$ cat src/design/sudoku_defs.svh
/*
 * 4x4 sudoku datapath constants
 * board geometry, cell value range and difficulty codes
 */

`ifndef SUDOKU_DEFS_SVH
`define SUDOKU_DEFS_SVH

// board geometry
`define SUDOKU_SIDE     4
`define SUDOKU_CELLS    (`SUDOKU_SIDE * `SUDOKU_SIDE)
`define SUDOKU_IDX_W    4

// cell values 1..4, 0 is empty
`define SUDOKU_CELL_W   3
`define SUDOKU_MAX_VAL  4
`define SUDOKU_ENTRY_W  2

// difficulty codes
`define SUDOKU_LEVEL_W  2
`define LEVEL_NONE      2'd0
`define LEVEL_EASY      2'd1
`define LEVEL_MEDIUM    2'd2
`define LEVEL_HARD      2'd3

`endif

$ cat src/design/sudoku_pkg.sv
/*
 * 4x4 sudoku datapath types
 * cell, index, board and mask vectors plus the value mirror
 */

`include "sudoku_defs.svh"

package sudoku_pkg;

   // one cell value, 0 means empty
   typedef logic [`SUDOKU_CELL_W-1:0] cell_t;

   // row * 4 + column
   typedef logic [`SUDOKU_IDX_W-1:0] cell_idx_t;

   // cell i lives in slice i
   typedef logic [`SUDOKU_CELLS*`SUDOKU_CELL_W-1:0] board_t;

   typedef logic [`SUDOKU_CELLS-1:0] cell_mask_t;
   typedef logic [`SUDOKU_LEVEL_W-1:0] level_t;

   // raw player value, 0..3 stands for 1..4
   typedef logic [`SUDOKU_ENTRY_W-1:0] entry_t;

   // pairs 1 with 4 and 2 with 3
   function automatic cell_t mirror(input cell_t v);
      return cell_t'(`SUDOKU_MAX_VAL + 1) - v;
   endfunction

endpackage

$ cat src/design/board_gen.sv
/*
 * solution board generator
 * derives two seed values from the random indices and builds
 * a valid 4x4 board from them and their mirrors
 */

`timescale 1ns/1ps

`include "sudoku_defs.svh"

module board_gen (
   input  logic                  clka,
   input  logic                  arst_n,
   input  logic                  restart,
   input  logic                  set_board,
   input  sudoku_pkg::cell_idx_t ridx_a,
   input  sudoku_pkg::cell_idx_t ridx_b,
   output sudoku_pkg::board_t    solution,
   output sudoku_pkg::cell_idx_t ridx_a_q,
   output sudoku_pkg::cell_idx_t ridx_b_q
);

   import sudoku_pkg::*;

   cell_t  a, b, a_m, b_m;
   board_t board_d;
   logic   cells_ok;

   // seed values
   always_comb begin
      if (!ridx_a[1]) begin
         a = ridx_a[0] ? cell_t'(4) : cell_t'(1);
         b = ridx_b[0] ? cell_t'(3) : cell_t'(2);
      end else begin
         a = ridx_a[0] ? cell_t'(3) : cell_t'(2);
         b = ridx_b[0] ? cell_t'(4) : cell_t'(1);
      end
   end

   assign a_m = mirror(a);
   assign b_m = mirror(b);

   // rows listed from cell 3 down to cell 0 of each row
   assign board_d = {{a,   b_m, b,   a_m},
                     {b,   a_m, a,   b_m},
                     {b_m, a,   a_m, b  },
                     {a_m, b,   b_m, a  }};

   always_ff @(posedge clka or negedge arst_n) begin
      if (!arst_n) begin
         solution <= '0;
         ridx_a_q <= '0;
         ridx_b_q <= '0;
      end else if (restart) begin
         solution <= '0;
         ridx_a_q <= '0;
         ridx_b_q <= '0;
      end else if (set_board) begin
         solution <= board_d;
         ridx_a_q <= ridx_a;
         ridx_b_q <= ridx_b;
      end
   end

   // ------------------------------
   always_comb begin
      cells_ok = 1'b1;
      for (int i = 0; i < `SUDOKU_CELLS; i++) begin
         if (solution[i*`SUDOKU_CELL_W +: `SUDOKU_CELL_W] == '0 ||
             solution[i*`SUDOKU_CELL_W +: `SUDOKU_CELL_W] > `SUDOKU_MAX_VAL)
            cells_ok = 1'b0;
      end
   end

   a_solution_range: assert property (@(posedge clka) disable iff (!arst_n)
      set_board && !restart |=> cells_ok);

endmodule

$ cat src/design/cell_entry.sv
/*
 * player board
 * takes hint values from the solution and guarded player
 * entries into cells that are not fixed
 */

`timescale 1ns/1ps

`include "sudoku_defs.svh"

module cell_entry (
   input  logic                   clka,
   input  logic                   arst_n,
   input  logic                   restart,
   input  sudoku_pkg::board_t     solution,
   input  sudoku_pkg::cell_mask_t fixed_mask,
   input  sudoku_pkg::cell_mask_t hint_mask,
   input  logic                   hint_wr,
   input  logic                   enter,
   input  sudoku_pkg::cell_idx_t  cell_sel,
   input  sudoku_pkg::entry_t     value_inp,
   output sudoku_pkg::board_t     player_board
);

   import sudoku_pkg::*;

   cell_t entry_val;

   // raw 0..3 maps to 1..4
   assign entry_val = cell_t'(value_inp) + cell_t'(1);

   // ------------------------------
   always_ff @(posedge clka or negedge arst_n) begin
      if (!arst_n) begin
         player_board <= '0;
      end else if (restart) begin
         player_board <= '0;
      end else begin
         for (int i = 0; i < `SUDOKU_CELLS; i++) begin
            // hint write has priority
            if (hint_wr && hint_mask[i]) begin
               player_board[i*`SUDOKU_CELL_W +: `SUDOKU_CELL_W] <=
                  solution[i*`SUDOKU_CELL_W +: `SUDOKU_CELL_W];
            end else if (enter && cell_sel == i && !fixed_mask[i]) begin
               player_board[i*`SUDOKU_CELL_W +: `SUDOKU_CELL_W] <= entry_val;
            end
         end
      end
   end

   // entry aimed at a hint cell is dropped
   a_fixed_hold: assert property (@(posedge clka) disable iff (!arst_n)
      enter && fixed_mask[cell_sel] && !hint_wr && !restart |=> $stable(player_board));

endmodule

$ cat src/design/hint_place.sv
/*
 * hint placement
 * picks the fixed hint cells for the chosen difficulty and
 * accumulates them into the fixed-cell mask
 */

`timescale 1ns/1ps

`include "sudoku_defs.svh"

module hint_place (
   input  logic                   clka,
   input  logic                   arst_n,
   input  logic                   restart,
   input  logic                   load_hints,
   input  sudoku_pkg::level_t     difficulty,
   input  sudoku_pkg::cell_idx_t  ridx_a_q,
   input  sudoku_pkg::cell_idx_t  ridx_b_q,
   output sudoku_pkg::cell_mask_t fixed_mask,
   output sudoku_pkg::cell_mask_t hint_mask,
   output logic                   hint_wr
);

   import sudoku_pkg::*;

   logic [`SUDOKU_SIDE-1:0] row_1, row_2;
   cell_mask_t              new_mask;

   // single cell of a row
   function automatic logic [`SUDOKU_SIDE-1:0] one_cell(input logic [1:0] sel);
      return `SUDOKU_SIDE'(1) << sel;
   endfunction

   // outer or inner pair of a row
   function automatic logic [`SUDOKU_SIDE-1:0] cell_pair(input logic [1:0] sel);
      return (sel == 2'd0 || sel == 2'd3) ? 4'b1001 : 4'b0110;
   endfunction

   // ------------------------------
   // per-level group selection
   always_comb begin
      row_1 = one_cell(ridx_a_q[3:2]);
      row_2 = one_cell(ridx_b_q[1:0]);
      if (difficulty == `LEVEL_EASY)
         row_1 = cell_pair(ridx_a_q[3:2]);
      if (difficulty == `LEVEL_EASY || difficulty == `LEVEL_MEDIUM)
         row_2 = cell_pair(ridx_b_q[1:0]);

      new_mask = {one_cell(ridx_b_q[3:2]), row_2, row_1, one_cell(ridx_a_q[1:0])};
      if (difficulty == `LEVEL_NONE)
         new_mask = '0;
   end

   always_ff @(posedge clka or negedge arst_n) begin
      if (!arst_n) begin
         fixed_mask <= '0;
         hint_mask  <= '0;
         hint_wr    <= 1'b0;
      end else if (restart) begin
         fixed_mask <= '0;
         hint_mask  <= '0;
         hint_wr    <= 1'b0;
      end else begin
         hint_wr <= load_hints;
         if (load_hints) begin
            fixed_mask <= fixed_mask | new_mask;
            hint_mask  <= new_mask;
         end
      end
   end

   // 6, 5 or 4 new cells per load
   a_hint_count: assert property (@(posedge clka) disable iff (!arst_n)
      load_hints && !restart && difficulty != `LEVEL_NONE |=>
         $countones(hint_mask) == (($past(difficulty) == `LEVEL_EASY)   ? 6 :
                                   ($past(difficulty) == `LEVEL_MEDIUM) ? 5 : 4));

endmodule

$ cat src/design/solve_check.sv
/*
 * solution check
 * compares the player board against the solution on a check strobe
 */

`timescale 1ns/1ps

`include "sudoku_defs.svh"

module solve_check (
   input  logic               clka,
   input  logic               arst_n,
   input  logic               restart,
   input  logic               check,
   input  sudoku_pkg::board_t player_board,
   input  sudoku_pkg::board_t solution,
   output logic               solved
);

   import sudoku_pkg::*;

   cell_mask_t cell_match;

   // cell-wise compare
   always_comb begin
      for (int i = 0; i < `SUDOKU_CELLS; i++) begin
         cell_match[i] = player_board[i*`SUDOKU_CELL_W +: `SUDOKU_CELL_W] ==
                         solution[i*`SUDOKU_CELL_W +: `SUDOKU_CELL_W];
      end
   end

   // held until next check
   always_ff @(posedge clka or negedge arst_n) begin
      if (!arst_n)
         solved <= 1'b0;
      else if (restart)
         solved <= 1'b0;
      else if (check)
         solved <= &cell_match;
   end

endmodule

$ cat src/design/sudoku_dp.sv
/*
 * 4x4 sudoku datapath
 * board generation, hint placement, player entry and solve check
 * in a four-stage chain on one clock
 */

`timescale 1ns/1ps

`include "sudoku_defs.svh"

module sudoku_dp (
   input  logic                   clka,
   input  logic                   arst_n,
   input  logic                   restart,
   input  logic                   set_board,
   input  logic                   load_hints,
   input  logic                   enter,
   input  logic                   check,
   input  sudoku_pkg::level_t     difficulty,
   input  sudoku_pkg::cell_idx_t  ridx_a,
   input  sudoku_pkg::cell_idx_t  ridx_b,
   input  sudoku_pkg::cell_idx_t  cell_sel,
   input  sudoku_pkg::entry_t     value_inp,
   output sudoku_pkg::board_t     user_board,
   output sudoku_pkg::cell_mask_t fill_flag,
   output logic                   solved
);

   import sudoku_pkg::*;

   board_t     solution;
   cell_idx_t  ridx_a_q, ridx_b_q;
   cell_mask_t hint_mask;
   logic       hint_wr;

   // ------------------------------
   board_gen u_board_gen (
      .clka      (clka),
      .arst_n    (arst_n),
      .restart   (restart),
      .set_board (set_board),
      .ridx_a    (ridx_a),
      .ridx_b    (ridx_b),
      .solution  (solution),
      .ridx_a_q  (ridx_a_q),
      .ridx_b_q  (ridx_b_q)
   );

   // fixed mask goes straight out as fill_flag
   hint_place u_hint_place (
      .clka       (clka),
      .arst_n     (arst_n),
      .restart    (restart),
      .load_hints (load_hints),
      .difficulty (difficulty),
      .ridx_a_q   (ridx_a_q),
      .ridx_b_q   (ridx_b_q),
      .fixed_mask (fill_flag),
      .hint_mask  (hint_mask),
      .hint_wr    (hint_wr)
   );

   cell_entry u_cell_entry (
      .clka         (clka),
      .arst_n       (arst_n),
      .restart      (restart),
      .solution     (solution),
      .fixed_mask   (fill_flag),
      .hint_mask    (hint_mask),
      .hint_wr      (hint_wr),
      .enter        (enter),
      .cell_sel     (cell_sel),
      .value_inp    (value_inp),
      .player_board (user_board)
   );

   solve_check u_solve_check (
      .clka         (clka),
      .arst_n       (arst_n),
      .restart      (restart),
      .check        (check),
      .player_board (user_board),
      .solution     (solution),
      .solved       (solved)
   );

   // one command per cycle
   a_cmd_onehot: assert property (@(posedge clka) disable iff (!arst_n)
      $onehot0({set_board, load_hints, enter, check}));

endmodule

$ cat config.mk
export PLATFORM = sky130hd
export DESIGN_NAME = sudoku_dp
export DESIGN_NICKNAME = d
export VERILOG_FILES = /design/src/design/sudoku_pkg.sv /design/src/design/board_gen.sv /design/src/design/cell_entry.sv /design/src/design/hint_place.sv /design/src/design/solve_check.sv /design/src/design/sudoku_dp.sv
export VERILOG_INCLUDE_DIRS = /design/src /design/src/design
export SDC_FILE = /design/constraint.sdc
export NUM_CORES = 1
export LEC_CHECK = 0
export BUFFER_PORTS_ARGS = -buffer_cell sky130_fd_sc_hd__buf_2
export CORE_MARGIN = 10
export CORE_UTILIZATION = 45
export DETAILED_ROUTE_END_ITERATION = 10
export PLACE_DENSITY = 0.69
export REMOVE_ABC_BUFFERS = 1
export SYNTH_ARGS = -nofsm -noshare
export SYNTH_HDL_FRONTEND = slang
export SYNTH_SLANG_ARGS = --single-unit
$ cat constraint.sdc
create_clock -name clka -period 1.7 [get_ports clka]
set_input_delay 0 -clock clka [delete_from_list [all_inputs] [get_ports clka]]
set_output_delay 0 -clock clka [all_outputs]
set_load 0.005 [all_outputs]
Word level (Yosys, flattened, before mapping)
Index checks and enable logic that the tools add are counted.
{"block": "totals", "ff_bits": 138, "latch_bits": 0, "mem_bits_rw": 0, "rom_bits": 0, "inputBits": 23, "output_inout_bits": 65, "wordCells": 214, "n_memories": 0}
{"block": "op_classes", "add_sub_neg": 3, "mul": 0, "div": 0, "n_lt_le_gt_ge": 0, "n_eq_ne": 35, "shifts": 4, "muxes": 57, "n_bitwise": 1, "reduce_logical": 91}
{"cell": "$mux W48", "n": 3}
{"cell": "$mux W3", "n": 36}
{"cell": "$mux W16", "n": 5}
{"cell": "$eq A3 B3 Y1", "n": 16}
{"cell": "$logic_and A1 B1 Y1", "n": 48}
{"cell": "$reduce_bool A3 Y1", "n": 16}
{"cell": "$eq A4 B4 Y1 const B", "n": 8}
{"cell": "$mux W4", "n": 8}
{"cell": "$eq A4 B3 Y1 const B", "n": 4}
{"cell": "$logic_not A1 Y1", "n": 16}
{"cell": "$or A16 B16 Y16", "n": 1}
{"cell": "$reduce_and A16 Y1", "n": 1}
{"cell": "$shl A1 B2 Y4 const A", "n": 4}
{"cell": "$eq A4 B2 Y1 const B", "n": 2}
{"cell": "$eq A2 B2 Y1 const B", "n": 3}
{"cell": "$logic_not A2 Y1", "n": 3}
{"cell": "$reduce_bool A2 Y1", "n": 3}
{"cell": "$sub A3 B3 Y3 const A", "n": 2}
{"cell": "$mux W1", "n": 5}
{"cell": "$eq A4 B1 Y1 const B", "n": 1}
{"cell": "$logic_not A4 Y1", "n": 1}
{"cell": "$add A2 B1 Y3 const B", "n": 1}
{"cell": "$logic_or A1 B1 Y1", "n": 3}
{"cell": "$eq A2 B1 Y1 const B", "n": 1}

Depth between registers and ports, before layout
{"block": "logic_depth", "depth_word": 8, "depth_mapped": 7, "depth_no_buf": 6}

Hierarchy
From an unflattened synthesis, not the netlist that was laid out.
{"block": "unflattened", "hier_cells": 616, "area_unflattened_um2": 5835.6}
{"module": "cell_entry", "instances": 1, "cells_each": 301, "area_each_um2": 2750.1}
{"module": "hint_place", "instances": 1, "cells_each": 142, "area_each_um2": 1465.2}
{"module": "board_gen", "instances": 1, "cells_each": 104, "area_each_um2": 1057.3}
{"module": "solve_check", "instances": 1, "cells_each": 69, "area_each_um2": 563.0}

Least setup slack after synthesis
No wires, ideal clock.
{"block": "synth_timing", "kind": "register -> register", "start": "register u_board_gen.solution[38]", "end": "register u_solve_check.solved", "arrival_ps": 1475, "required_time_ps": 1623, "slack_ps": 149, "stages_incl_launch_ff": 6, "cell_sequence": "dfrtp_1 -> buf_2 -> or3_1 -> a2111oi_0 -> o2111ai_1 -> o21ai_1"}
{"block": "synth_between", "elab_chain_len": 4}
{"item": "from (decl)", "line": "board_gen.sv:18", "rtl": "output sudoku_pkg::board_t solution,"}
{"item": "from (signal assigned)", "line": "board_gen.sv:59", "rtl": "solution <= board_d;"}
{"item": "$eq A3 B3 Y1", "line": "solve_check.sv:27", "rtl": "cell_match[i] = player_board[i*`SUDOKU_CELL_W +: `SUDOKU_CELL_W] =="}
{"item": "$reduce_and A16 Y1", "line": "solve_check.sv:39", "rtl": "solved <= &cell_match;"}
{"item": "$mux W1", "line": "solve_check.sv:38", "rtl": "else if (check)"}
{"item": "$mux W1", "line": "solve_check.sv:36", "rtl": "else if (restart)"}
{"item": "to (signal assigned)", "line": "solve_check.sv:39"}
{"item": "to (decl)", "line": "solve_check.sv:17", "rtl": "output logic solved"}
Every way passes these cells. The select of a mux whose other input is x is not followed.
A chain may end at the register's enable or synchronous reset.

Worst setup path after layout
{"block": "layout_timing", "start": "register u_board_gen.solution[44]", "end": "register u_solve_check.solved"}
The elaborated chain is that of the path after synthesis.

==> results.sh <==
export IMPL_end_kind="flop"
export IMPL_hold_viol=0
export IMPL_crit_slowest_cell="or4_1"
export IMPL_worstHoldStart="ridx_a[1]"
export IMPL_start_util=0.463
export IMPL_skew_ns=0.00658
export IMPL_gp_congestion=0.884
export IMPL_pin_count=88
export IMPL_row_count=39
export IMPL_fin_cells=829
export IMPL_rsz0062_at_grt="yes"
export IMPL_cp_start_kind="flop"
export IMPL_fp_dieH_um=129
export IMPL_cts_tree="built"
export IMPL_synth_area_sq_um=5310
export IMPL_critical_path_class="reg2reg"
export IMPL_cp_data_required_time_ns=1.97
export IMPL_io_buffers=87
export IMPL_power_frac_seq=0.456
export IMPL_period_needed_ns=1.64
export IMPL_cts_buffer_depth=2
export IMPL_grt_pass1_wl_mm=26.1
export IMPL_slew_headroom=0.293
export IMPL_setup_viol=0
export IMPL_yosysWarningCount=0
export IMPL_viasPerCell=5.88
export IMPL_drt_iter0_drc=526
export IMPL_synth_seq_cells=99
export IMPL_stdcell_area_sq_um=6580
export IMPL_powerDensity_nw_per_um2=917
export IMPL_async_flop_share=1.00
export IMPL_overflow=0
export IMPL_postRouteAntennaNets=0
export IMPL_drc=0
export IMPL_cts_sinks=99
export IMPL_drv_cap=0
export IMPL_ys_types=40
export IMPL_first_global_vias=4793
export IMPL_timing_final_crit_share=0.964
export IMPL_core_sq_um=11500
export IMPL_crit_start="u_board_gen.solution[44]"
export IMPL_fillers=1021
export IMPL_crit_buf_inv=1
export IMPL_wire_per_inst_um=20.0
export IMPL_synth_area_per_cell_sq_um=9.24
export IMPL_p_int_mw=4.35
export IMPL_grt_max_degree=40
export IMPL_crit_chain="or4_1 > o21ai_0 > buf_4 > nand4_1 > o21ai_1"
export IMPL_vias=4877
export IMPL_cts_setup_buffers=0
export IMPL_worst_pin_slew_ns=1.06
export IMPL_numCtsBuffers=9
export IMPL_cp_arrival_ns=1.91
export IMPL_post_dp_hpwl_mm=12.6
export IMPL_cts_root_buf="clkbuf_16"
export IMPL_wirelength_mm=16.6
export IMPL_p_leak_nw=3.16
export IMPL_die_w_um=129
export IMPL_clockPowerShare=0.376
export IMPL_clkSlewWorstSetupHoldPaths_ns=0.07
export IMPL_ys_seq_area_frac=0.466
export IMPL_fin_util=0.573
export IMPL_nNetsFinal=719
export IMPL_multiInputGateArea_sq_um=2670
export IMPL_p_total_mw=6.03
export IMPL_finalMaxSlewViolations=0
export IMPL_min_path_type="in2reg"
export IMPL_synthCells=575
export IMPL_antenna_found_initial=0
export IMPL_p_sw_frac=0.279
export IMPL_dpl_cell_area_sq_um=6070
export IMPL_htree_levels=3
export IMPL_crit_family="simple AND/OR/NAND/NOR gates"
export IMPL_clock_fmax_mhz=610
export IMPL_dieArea_sq_um=16600
export IMPL_diodes=0
export IMPL_clock_latency_ns=0.35
export IMPL_pwr_share_comb=0.168
export IMPL_area_growth_pct=23.7
export IMPL_p_switching_mw=1.68
export IMPL_reg2reg_from="u_board_gen.solution[44]"
export IMPL_firstDrtPassIters=6
export IMPL_cp_max_fo=3
export IMPL_layout_area_seq_sq_um=2480
export IMPL_setup_ws_ns=0.0606
export IMPL_synth_edf_count=0
export IMPL_grt_usage=0.199
export IMPL_slowest_delay_ns=0.52
export IMPL_layout_drive_gt1_share=0.262
export IMPL_dp_slack_ns=-0.0566
export IMPL_synth_ff_type="dfrtp_1"
export IMPL_dpl_cell_count=803
export IMPL_vdd_drop_max_mv=0.519
export IMPL_status="complete, no violations"
## flip-flops by register name (all words and copies together) (netlist names)
name,flops
u_hint_place.fixed_mask,16
u_cell_entry.player_board,48
u_board_gen.solution,9
u_board_gen.ridx_a_q,4
u_board_gen.ridx_b_q,4
u_hint_place.hint_wr,1
u_hint_place.hint_mask,16
u_solve_check.solved,1
## path summary, 6_finish.rpt
kind,slack [ns],endpoint,cells after the start
worst min register to register,0.50,u_solve_check.solved,2
worst min-delay path,0.03,u_board_gen.ridx_a_q[1],3
min in group asynchronous,0.17,u_hint_place.hint_mask[4],2
worst max register to register,0.06,u_solve_check.solved,5
worst max-delay path,0.06,u_solve_check.solved,5
max in group asynchronous,0.97,u_cell_entry.player_board[16],3
## Yosys cell counts, types with 2 or more instances
master     instances  share of area
or3_1              2         0.0024
a32o_1             4         0.0075
o311ai_2           9          0.028
o22ai_1            5         0.0059
a22o_1             4         0.0066
mux2_2            17          0.036
clkbuf_1          24          0.017
a21oi_1           59          0.056
ha_1              15          0.035
xor2_1             6         0.0099
mux2i_1           18          0.034
o21ai_0           35          0.033
nor2_1            56          0.040
o32ai_1            2         0.0033
nand3_2            2         0.0038
o2bb2ai_1          4         0.0066
nor2b_1            3         0.0035
o31ai_1            2         0.0028
nand4_1            2         0.0024
nor3_1            11          0.010
dfrtp_1           99           0.47
o211ai_1           8          0.011
buf_1              3         0.0021
a211oi_1           2         0.0028
inv_1             23          0.016
nand2b_1           3         0.0035
nand3_1           29          0.027
o41ai_2            5          0.015
buf_2              8         0.0075
o21a_1             9          0.013
and3_1            14          0.016
nand2_1           78          0.055
nor4_1             2         0.0024
or4_1              6         0.0085
## cells by family (layout without fill, tap and decap cells)
kind of cell	Yosys count	in the layout	synth area share
XOR/XNOR	7	7	0.0115
AND/OR/NAND/NOR	208	208	0.175
flip-flops	99	99	0.466
adder cells (fa/ha/maj)	15	15	0.0353
AO/OA/AOI/OAI	152	152	0.197
buffers and inverters	58	169	0.0429
multiplexers	36	36	0.0720
## cell usage in the layout, fill, tap and decap left out, types with 3 or more instances in the layout
cell type / instances
o21ai_0: 34
buf_12: 3
nand2_1: 78
buf_4: 30
nor3_2: 5
or4_1: 5
o21a_1: 9
o211ai_1: 8
nor3_1: 6
inv_1: 23
ha_1: 15
xor2_1: 6
mux2_2: 17
nand2b_1: 3
nor2_1: 56
clkbuf_16: 9
o2bb2ai_1: 4
a21oi_1: 59
and3_1: 14
o311ai_2: 9
nor2b_1: 3
mux2i_1: 18
a22o_1: 4
dfrtp_1: 97
buf_2: 86
dlygate4sd3_1: 10
o41ai_2: 5
nand3_1: 29
a32o_1: 4
o22ai_1: 5
## tightest hold or removal path: stages
cell     delay [ns]
buf_2          0.16
mux2i_1        0.10
nor2_1         0.08
## metal layers
metal	wire length (um)	track usage
met5	0	0
met1	7220	0.262
met2	7620	0.310
met4	456	0.0851
met3	1330	0.0439
## stage by stage
stage                     setup TNS (ns)  hold slack [ns]
after floorplan                    -1.08           -0.296
after global placement                 0           0.0104
after detailed placement         -0.0566           0.0110
after CTS                              0           0.0246
after global routing             -0.0115           0.0696
final                                  0           0.0339
## repair_timing
item | CTS | global route
resized for setup | 1 | 15
hold buffers | 10 | 0
pin swaps | 0 | 5
setup endpoints to repair | 1 | 1
endpoints found under the hold margin | 43 | 0
## cell type report
class,instances,share of cell area
clock inverter,4,0.0110
tap,143,0.0272
clock buffer,12,0.0390
timing repair buffer,130,0.126
sequential,99,0.377
multi-input combinational,418,0.407
inverter,23,0.0131
## power by group through the flow
stage / logic, mW / registers (mW) / clock network, mW
floorplan: 0.431 / 2.75 / 0
global placement: 0.961 / 2.77 / 0
detailed placement: 0.980 / 2.78 / 0
CTS: 1.00 / 2.73 / 2.29
global route: 1.12 / 2.76 / 2.38
finish: 1.01 / 2.75 / 2.27
(Power assumes the default switching activity.)
